--- src/hw/mbx_settings.svh ---
`ifndef MBX_SETTINGS_SVH
`define MBX_SETTINGS_SVH

// Words per cache line and per MB
`define MBX_WORDS 4

// Word address within the line
`define MBX_WORD_ADR_W 2

`endif

--- src/hw/mbxPkg.sv ---
`include "mbx_settings.svh"

package mbxPkg;

  typedef logic [`MBX_WORDS-1:0] wordMaskT;
  typedef logic [`MBX_WORD_ADR_W-1:0] wordAdrT;
  typedef logic [2:0] cycTypeT;

  localparam cycTypeT cycCoreRead     = 3'd0;
  localparam cycTypeT cycOneWordRead  = 3'd1;
  localparam cycTypeT cycOneWordWrite = 3'd2;
  localparam cycTypeT cycPageRefill   = 3'd3;
  localparam cycTypeT cycWriteback    = 3'd4;

  typedef struct packed {
    cycTypeT cycType;
    wordAdrT wordAdr;
    wordMaskT wordValid;
  } cycleReqT;

  typedef struct packed {
    logic rdReq;
    logic wrReq;
    wordMaskT rqMask;
  } memReqT;

  typedef struct packed {
    logic load;
    wordAdrT wordAdr;
  } mbLoadT;

  typedef enum logic [2:0] {
    ctombIdle,
    ctombT1,
    ctombT2,
    ctombT3,
    ctombT4
  } ctombStateE;

  function automatic wordMaskT wordOneHot(wordAdrT adr);
    return wordMaskT'(1) << adr;
  endfunction

  // Lowest set word wins and an empty mask gives 0
  function automatic wordAdrT lowestWord(wordMaskT mask);
    wordAdrT adr;
    adr = '0;
    for (int i = `MBX_WORDS - 1; i >= 0; i--) begin
      if (mask[i]) begin
        adr = wordAdrT'(i);
      end
    end
    return adr;
  endfunction

endpackage

--- src/hw/cacheToMbSequencer.sv ---
`timescale 1ns/1ps

module cacheToMbSequencer (
  input  logic             clk,
  input  logic             rstN,
  input  logic             wbStart,
  input  mbxPkg::wordMaskT wbMask,
  input  logic             phaseChange,
  output mbxPkg::mbLoadT   cacheLoad,
  output logic             transferDone
);

  import mbxPkg::*;

  ctombStateE state;
  ctombStateE stateNext;
  wordMaskT   remaining;
  wordMaskT   remainingNext;
  wordAdrT    loadAdr;

  // Words go out lowest first
  assign loadAdr = lowestWord(remaining);

  ////////////////////////////////////////
  // T1..T4 phase chain

  always_comb begin
    stateNext = state;
    remainingNext = remaining;
    cacheLoad = '0;
    transferDone = 1'b0;
    case (state)
      ctombIdle: begin
        if (wbStart) begin
          stateNext = ctombT1;
          remainingNext = wbMask;
        end
      end
      ctombT1: begin
        stateNext = ctombT2;
      end
      ctombT2: begin
        // Hold until memory signals the phase boundary
        if (phaseChange) begin
          stateNext = ctombT3;
        end
      end
      ctombT3: begin
        stateNext = ctombT4;
      end
      ctombT4: begin
        cacheLoad.load = 1'b1;
        cacheLoad.wordAdr = loadAdr;
        remainingNext = remaining & ~wordOneHot(loadAdr);
        if (|remainingNext) begin
          stateNext = ctombT1;
        end else begin
          stateNext = ctombIdle;
          transferDone = 1'b1;
        end
      end
      default: begin
        stateNext = ctombIdle;
      end
    endcase
  end

  always_ff @(posedge clk) begin
    if (!rstN) begin
      state <= ctombIdle;
      remaining <= '0;
    end else begin
      state <= stateNext;
      remaining <= remainingNext;
    end
  end

  ////////////////////////////////////////
  // Checks

  startWhileBusy: assert property (
    @(posedge clk) disable iff (!rstN)
    wbStart |-> state == ctombIdle
  );

  // Every load is the T4 that closes a full T3 pass
  loadOnlyInT4: assert property (
    @(posedge clk) disable iff (!rstN)
    cacheLoad.load |-> (state == ctombT4) && ($past(state) == ctombT3)
  );

endmodule

--- src/hw/mbWordTracker.sv ---
`timescale 1ns/1ps

module mbWordTracker (
  input  logic            clk,
  input  logic            rstN,
  input  mbxPkg::mbLoadT  coreStore,
  input  mbxPkg::mbLoadT  cacheLoad,
  input  logic            memAck,
  output mbxPkg::wordAdrT mbSel,
  output logic            mbReqHold
);

  import mbxPkg::*;

  wordMaskT pending;
  wordMaskT pendingNext;
  wordMaskT setMask;
  wordMaskT clrMask;

  ////////////////////////////////////////
  // Set and clear of request bits

  always_comb begin
    setMask = '0;
    if (coreStore.load) begin
      setMask = setMask | wordOneHot(coreStore.wordAdr);
    end
    if (cacheLoad.load) begin
      setMask = setMask | wordOneHot(cacheLoad.wordAdr);
    end
  end

  // Ack retires the word memory is working on
  always_comb begin
    clrMask = '0;
    if (memAck) begin
      clrMask = wordOneHot(mbSel);
    end
  end

  // Load on the acked word keeps it pending
  assign pendingNext = (pending & ~clrMask) | setMask;

  always_ff @(posedge clk) begin
    if (!rstN) begin
      pending <= '0;
    end else begin
      pending <= pendingNext;
    end
  end

  ////////////////////////////////////////
  // Priority select

  assign mbSel = lowestWord(pending);
  assign mbReqHold = |pending;

  ////////////////////////////////////////
  // Checks

  ackWithoutHold: assert property (
    @(posedge clk) disable iff (!rstN)
    memAck |-> mbReqHold
  );

endmodule

--- src/hw/mbxControl.sv ---
`timescale 1ns/1ps

module mbxControl (
  input  logic             clk,
  input  logic             rstN,
  input  logic             cycleStrobe,
  input  mbxPkg::cycleReqT cycleReq,
  input  mbxPkg::mbLoadT   coreStore,
  input  logic             memAck,
  input  logic             phaseChange,
  output logic             memReqStrobe,
  output mbxPkg::memReqT   memReq,
  output mbxPkg::wordAdrT  mbSel,
  output logic             mbReqHold,
  output logic             transferDone
);

  import mbxPkg::*;

  logic     wbStart;
  wordMaskT wbMask;
  mbLoadT   cacheLoad;

  ////////////////////////////////////////
  // Cycle decode

  mbxCycleDecode decode (
    .clk          (clk),
    .rstN         (rstN),
    .cycleStrobe  (cycleStrobe),
    .cycleReq     (cycleReq),
    .memReqStrobe (memReqStrobe),
    .memReq       (memReq),
    .wbStart      (wbStart),
    .wbMask       (wbMask)
  );

  ////////////////////////////////////////
  // Writeback into the MB

  cacheToMbSequencer ctomb (
    .clk          (clk),
    .rstN         (rstN),
    .wbStart      (wbStart),
    .wbMask       (wbMask),
    .phaseChange  (phaseChange),
    .cacheLoad    (cacheLoad),
    .transferDone (transferDone)
  );

  ////////////////////////////////////////
  // MB write requests

  mbWordTracker tracker (
    .clk       (clk),
    .rstN      (rstN),
    .coreStore (coreStore),
    .cacheLoad (cacheLoad),
    .memAck    (memAck),
    .mbSel     (mbSel),
    .mbReqHold (mbReqHold)
  );

endmodule

--- src/hw/mbxCycleDecode.sv ---
`timescale 1ns/1ps

module mbxCycleDecode (
  input  logic             clk,
  input  logic             rstN,
  input  logic             cycleStrobe,
  input  mbxPkg::cycleReqT cycleReq,
  output logic             memReqStrobe,
  output mbxPkg::memReqT   memReq,
  output logic             wbStart,
  output mbxPkg::wordMaskT wbMask
);

  import mbxPkg::*;

  memReqT memReqNext;
  logic   wbNext;
  logic   knownCyc;

  ////////////////////////////////////////
  // Cycle classification

  always_comb begin
    memReqNext = '0;
    wbNext = 1'b0;
    knownCyc = 1'b1;
    case (cycleReq.cycType)
      cycCoreRead, cycPageRefill: begin
        // Fetch only the words the cache lacks
        memReqNext.rdReq = 1'b1;
        memReqNext.rqMask = ~cycleReq.wordValid;
      end
      cycOneWordRead: begin
        memReqNext.rdReq = 1'b1;
        memReqNext.rqMask = wordOneHot(cycleReq.wordAdr);
      end
      cycOneWordWrite: begin
        memReqNext.wrReq = 1'b1;
        memReqNext.rqMask = wordOneHot(cycleReq.wordAdr);
      end
      cycWriteback: begin
        memReqNext.wrReq = 1'b1;
        memReqNext.rqMask = cycleReq.wordValid;
        wbNext = 1'b1;
      end
      default: begin
        knownCyc = 1'b0;
      end
    endcase
  end

  ////////////////////////////////////////
  // Registered request

  always_ff @(posedge clk) begin
    if (!rstN) begin
      memReqStrobe <= 1'b0;
      wbStart <= 1'b0;
    end else begin
      // Empty mask means nothing to ask of memory
      memReqStrobe <= cycleStrobe && (|memReqNext.rqMask);
      wbStart <= cycleStrobe && wbNext && (|cycleReq.wordValid);
    end
  end

  always_ff @(posedge clk) begin
    if (cycleStrobe) begin
      memReq <= memReqNext;
      wbMask <= cycleReq.wordValid;
    end
  end

  ////////////////////////////////////////
  // Checks

  unknownCycle: assert property (
    @(posedge clk) disable iff (!rstN)
    cycleStrobe |-> knownCyc
  );

endmodule

--- config.mk ---
export PLATFORM = sky130hd
export DESIGN_NAME = mbxControl
export DESIGN_NICKNAME = d
export VERILOG_FILES = /design/src/hw/mbxPkg.sv /design/src/hw/cacheToMbSequencer.sv /design/src/hw/mbWordTracker.sv /design/src/hw/mbxControl.sv /design/src/hw/mbxCycleDecode.sv
export VERILOG_INCLUDE_DIRS = /design/src /design/src/hw
export SDC_FILE = /design/constraint.sdc
export NUM_CORES = 1
export LEC_CHECK = 0
export BUFFER_PORTS_ARGS = -buffer_cell sky130_fd_sc_hd__buf_2
export CAP_MARGIN = 5
export CORE_MARGIN = 10
export CORE_UTILIZATION = 51
export DETAILED_ROUTE_END_ITERATION = 8
export GPL_ROUTABILITY_DRIVEN = 0
export GPL_TIMING_DRIVEN = 0
export PLACE_DENSITY_LB_ADDON = 0.3
export SLEW_MARGIN = 20
export SYNTH_ARGS = -nofsm -noshare
export SYNTH_HDL_FRONTEND = slang
export SYNTH_SLANG_ARGS = --single-unit
--- constraint.sdc ---
create_clock -name clk -period 1.7 [get_ports clk]
set_input_delay 0.34 -clock clk [delete_from_list [all_inputs] [get_ports clk]]
set_output_delay 0.34 -clock clk [all_outputs]
set_load 0.01 [all_outputs]
* Yosys cells after proc, flatten, opt, wreduce, memory -nomap -nowiden
Cells that the tools add are included.
** Word-level totals
- Word-level logic and storage cells :: 71
- Bits in registers :: 23
- Input bits :: 17
- Output and inout port bits :: 11
** Operators by class
- Equal/unequal tests :: 10
- Shift operators :: 5
- Multiplexer cells :: 24
- Bitwise gates (word level) :: 7
- Reduce and logical (&&, ||, !) cells :: 16
** Operators by type and width (number)
- << shifter 1 x 2 -> 4 bit, first input constant :: 5
- 2-to-1 mux 2 bit :: 8
- 2-to-1 mux 4 bit :: 4
- OR reduction 4 bit :: 4
- one-hot mux 3 bit (5 select lines) :: 1
- == test 3 x 2 -> 1 bit, second input constant :: 4
- NOT 4 bit :: 3
- one-hot mux 4 bit (3 select lines) :: 1
- 2-to-1 mux 3 bit :: 3
- AND 4 bit :: 2
- bitwise OR 4 bit :: 2
- one-hot mux 4 bit (2 select lines) :: 1
- == test 3 x 1 -> 1 bit, second input constant :: 2
- == test 3 bit, second input constant :: 2
- zero test 3 bit :: 2
- 2-to-1 mux 1 bit :: 6
- OR reduction 2 bit :: 3
- != test 2 bit, second input constant :: 2
- AND reduction 2 bit :: 2
- logical AND 1 bit :: 3
- OR reduction 3 bit :: 1
- nonzero test 2 bit :: 1

* Logic depth before layout (Yosys ltp)
- Depth in word-level cells :: 10
- Gate-level depth with buffers :: 5
- Mapped depth without buffers :: 4

* Hierarchy
From an unflattened synthesis, not the netlist that was laid out.
** Second synthesis, totals
- Cell total of the unflattened synthesis :: 113
- Area, all modules :: 1134.8 µm²
** Modules (own cells, without submodules)
- mbxCycleDecode :: cells an instance 37, seq. area each 340.3 µm², area each 509.2 µm², times used 1
- cacheToMbSequencer :: cells an instance 46, seq. area each 140.1 µm², area each 401.6 µm², times used 1
- mbWordTracker :: cells an instance 30, seq. area each 80.1 µm², area each 224.0 µm², times used 1

* Least setup slack after synthesis
Ideal clock, no wire load.
- Kind :: input to register
- Start point :: input cycleReq[7] (netlist name)
- End point :: register decode.memReqStrobe
- Arrival :: 1.321 ns
- Buffers on the path :: 0
- Cell stages on the path :: 4
- Data required time :: 1.575 ns
- Setup slack :: 0.254 ns
- Path through :: xor2_2 > nand2b_1 > a32o_2 > o41a_1
** RTL lines
- start: declaration :: RTL line mbxControl.sv:7 : input mbxPkg::cycleReqT cycleReq,
- end signal: assignment :: RTL line mbxCycleDecode.sv:61 : memReqStrobe <= cycleStrobe && (|memReqNext.rqMask);
- end: declaration :: RTL line mbxCycleDecode.sv:8 : output logic memReqStrobe,

* Worst setup path after layout
- Start point :: register ctomb.remaining[0]
- End point :: output transferDone
** Between the ends
- Cells in the longest elaborated chain, start to end :: 7
** RTL lines
- start: declaration :: RTL line cacheToMbSequencer.sv:17 : wordMaskT remaining;
- start signal: assignment :: RTL line cacheToMbSequencer.sv:74 : remaining <= remainingNext;
- 2-to-1 mux 2 bit :: RTL line mbxPkg.sv:49 : if (mask[i]) begin
- << shifter 1 x 2 -> 4 bit :: RTL line mbxPkg.sv:41 : return wordMaskT'(1) << adr;
- NOT 4 bit :: RTL line cacheToMbSequencer.sv:54 : remainingNext = remaining & ~wordOneHot(loadAdr);
- AND 4 bit * :: RTL line cacheToMbSequencer.sv:54
- OR reduction 4 bit * :: RTL line cacheToMbSequencer.sv:55 : if (|remainingNext) begin
- 2-to-1 mux 1 bit * :: RTL line cacheToMbSequencer.sv:55
- 2-to-1 mux 1 bit * :: RTL line cacheToMbSequencer.sv:32 : case (state)
- end: declaration :: RTL line mbxControl.sv:15 : output logic transferDone
Every way passes the cells marked *; elsewhere a longest branch is shown, timed or not.

==> flow_summary.ini <==
[clock_network]
cts_hold_buf = 0
cts_tree = yes
clk-insertion-delay-late_ps = 310
cts.clk_slew.worst_paths_ps = 130
htreeDepth = 1
clkSinkCount = 23
numCtsBuffers = 3
clk_path_buf_depth = 2
ctsRootBufferMaster = clkbuf_4

[critical_path]
crit_slowest_cell = dfxtp_4
cpPeakStageDelay_ps = 390
start_kind = flip-flop
cp_max_fo = 4
crit_type = reg -> out
cp-end-kind = output port
cp_data_required_time_ps = 1360
crit_buf_inv = 1
cp_cell_sequence = maj3_2, nor2_2, o21a_1, buf_2
crit_family = flip-flops
arrival_ps = 1340

[sta]
relSlewSlack_pct = 64.62
setup_viol = 0
tns_ps = 0
fin_crit_ps = 1683
rsz0062_at_grt = true
drv_slew = 0
worstMarginPinSlew_ps = 526.7
fin_skew_ps = 2.726
fmax_mhz = 594.3
hold_viol = 0
fin_crit_sh_pct = 98.97
hold-worst-slack_ps = 238.8

[logic_synthesis]
syn_area_mm2 = 0.001102
yosys.area.top_type = edfxtp_1
synth_nets = 129
ys.flop_type = dfxtp_1
yosys_register_bits = 23
synth.top_cell.area_share_pct = 27.24
ys_warn_count = 0
synthArstFlopShare_pct = 0
synthCells = 112
yosysUniqueCellTypes = 34
seq_area_frac_synth_pct = 50.85
synth-edff-count = 10
synth.avg_cell_area_um2 = 9.842
yosys-top-cells-area = edfxtp_1 (27%), dfxtp_1 (24%), a21oi_1 (4.1%)

[placement]
portBuffers = 27
dp_hpwl_um = 1812
dpl-instance-area_mm2 = 0.001271

[power_and_ir_drop]
ir_drop_mv = 0.5524
pwr-share-comb_pct = 14.3
seq_power_share_pct = 60.8
clkPwrFrac_pct = 24.9
power_density_mw_per_mm2 = 754.1
p_leak_nw = 0.5438
p_sw_mw = 0.2573
power_switching_share_pct = 25.25
internal_power_mw = 0.7617

[floorplanning]
dieArea_mm2 = 0.004421
die_w_um = 66.49
coreArea_mm2 = 0.002002
rows = 16
start_util_pct = 55.06
ios = 28
die_y_um = 66.49

[finish]
layout-drive-gt1-share_pct = 31.72
fin_area_mm2 = 0.001351
layout.nets = 163
post-route-util_pct = 67.50
final_common_cell = buf_2
antenna_cells = 0
layout_common_cells = buf_2 (27), dfxtp_1 (10), edfxtp_1 (10), nor2_1 (9), a21oi_1 (9)
syn_to_final_growth_pct = 22.59

[run]
cap_violations = 0

[global_route]
grt_max_degree = 15
grt_pass1_vias = 948
grt_pass1_wl_um = 4029
antenna_found_initial = 0
grt.overflow.total = 0
grt_usage_pct = 11.73

[drt]
drtIter0Drc = 57
drc = 0
vias_per_cell = 5.465
wl_um = 2415
vias = 940
first_pass_iters = 4
postRouteAntennaNets = 0
routedWlPerCell_um = 14.04

[hold_path]
hold_class = in -> reg

[outcome]
status = finished, final reports clean
cells by family (layout without fill, tap and decap cells):
group / after synthesis / in the layout / share of synthesized area [%]
multiplexers: 3 / 3 / 2.724
AO/OA/AOI/OAI: 29 / 29 / 17.94
buffers and inverters: 13 / 46 / 4.427
flip-flops: 23 / 23 / 50.85
XOR/XNOR: 3 / 3 / 3.065
adder cells (fa/ha/maj): 2 / 2 / 1.816
AND/OR/NAND/NOR: 39 / 39 / 19.18
per-layer routing:
layer	routed length, µm	up-vias	track usage, %
li1	-	472	-
met1	995	446	11.86
met2	1275	20	20.81
met3	121	2	5.184
met4	22	0	4.188
met5	0	-	0
sequential cells by signal (all words and copies together), names as in the netlist:
register	flops
decode.memReq	6
ctomb.remaining	4
decode.wbMask	4
tracker.pending	4
ctomb.state	3
decode.memReqStrobe	1
decode.wbStart	1
power groups by stage:
stage	combinational [mW]	sequential (mW)	clock, mW
after global routing	0.161	0.624	0.297
final	0.145	0.620	0.254
after detailed placement	0.147	0.633	0
after global placement	0.142	0.632	0
after floorplan	0.0683	0.641	0
after CTS	0.148	0.618	0.267
layout make-up:
cell class	count	area, µm²
Clock buffer	3	22.52
Timing Repair Buffer	32	172.7
Inverter	8	30.03
Buffer	2	7.507
Tap cell	27	33.78
Clock inverter	1	7.507
Fill cell	183	650.6
Sequential cell	23	569.3
Multi-Input combinational cell	76	508.0
final timing paths:
kind                                    startpoint            endpoint  slack [ps]  cells past startpoint
worst min register to register  tracker.pending[3]  tracker.pending[3]         520                      2
worst min-delay path                   cycleReq[2]    decode.wbMask[2]         240                      1
worst max-delay path            ctomb.remaining[0]        transferDone          20                      4
worst max register to register      ctomb.state[0]  ctomb.remaining[1]         210                      5
cell usage after synthesis, drive strengths merged (2+ instances only):
cell type,n
nand2,7
and2,2
inv,8
o31ai,3
dfxtp,13
clkbuf,5
xnor2,2
a32oi,2
maj3,2
nand3b,2
a32o,3
mux2i,3
nor3b,2
nor3,6
nand2b,4
a21oi,9
nand3,2
nor2,10
edfxtp,10
o21ai,6
worst reg2reg max path, cell delays in order, from the launching register on:
cell and delay [ps]:
dfxtp_1 320, clkbuf_1 190, nor4b_2 480, nor2_1 120, o21ai_0 180, a21oi_1 80
per-stage QoR:
stage / power, mW / cells / setup WS [ps]
2_1_floorplan: 0.7096 / 112 / 253.5
3_3_place_gp: 0.7741 / 166 / 40.17
3_5_place_dp: 0.7798 / 166 / -20.88
4_1_cts: 1.034 / 173 / 4.216
5_1_grt: 1.082 / 172 / -67.33
6_report: 1.019 / 172 / 17.44
timing repair:
| item | CTS | global route |
|---|---|---|
| pin swaps | 1 | 3 |
| setup endpoints to repair | 1 | 1 |
| gates resized for setup | 7 | 2 |
| setup buffers | 5 | 0 |
Note: power is estimated with default switching activity, not from simulation.
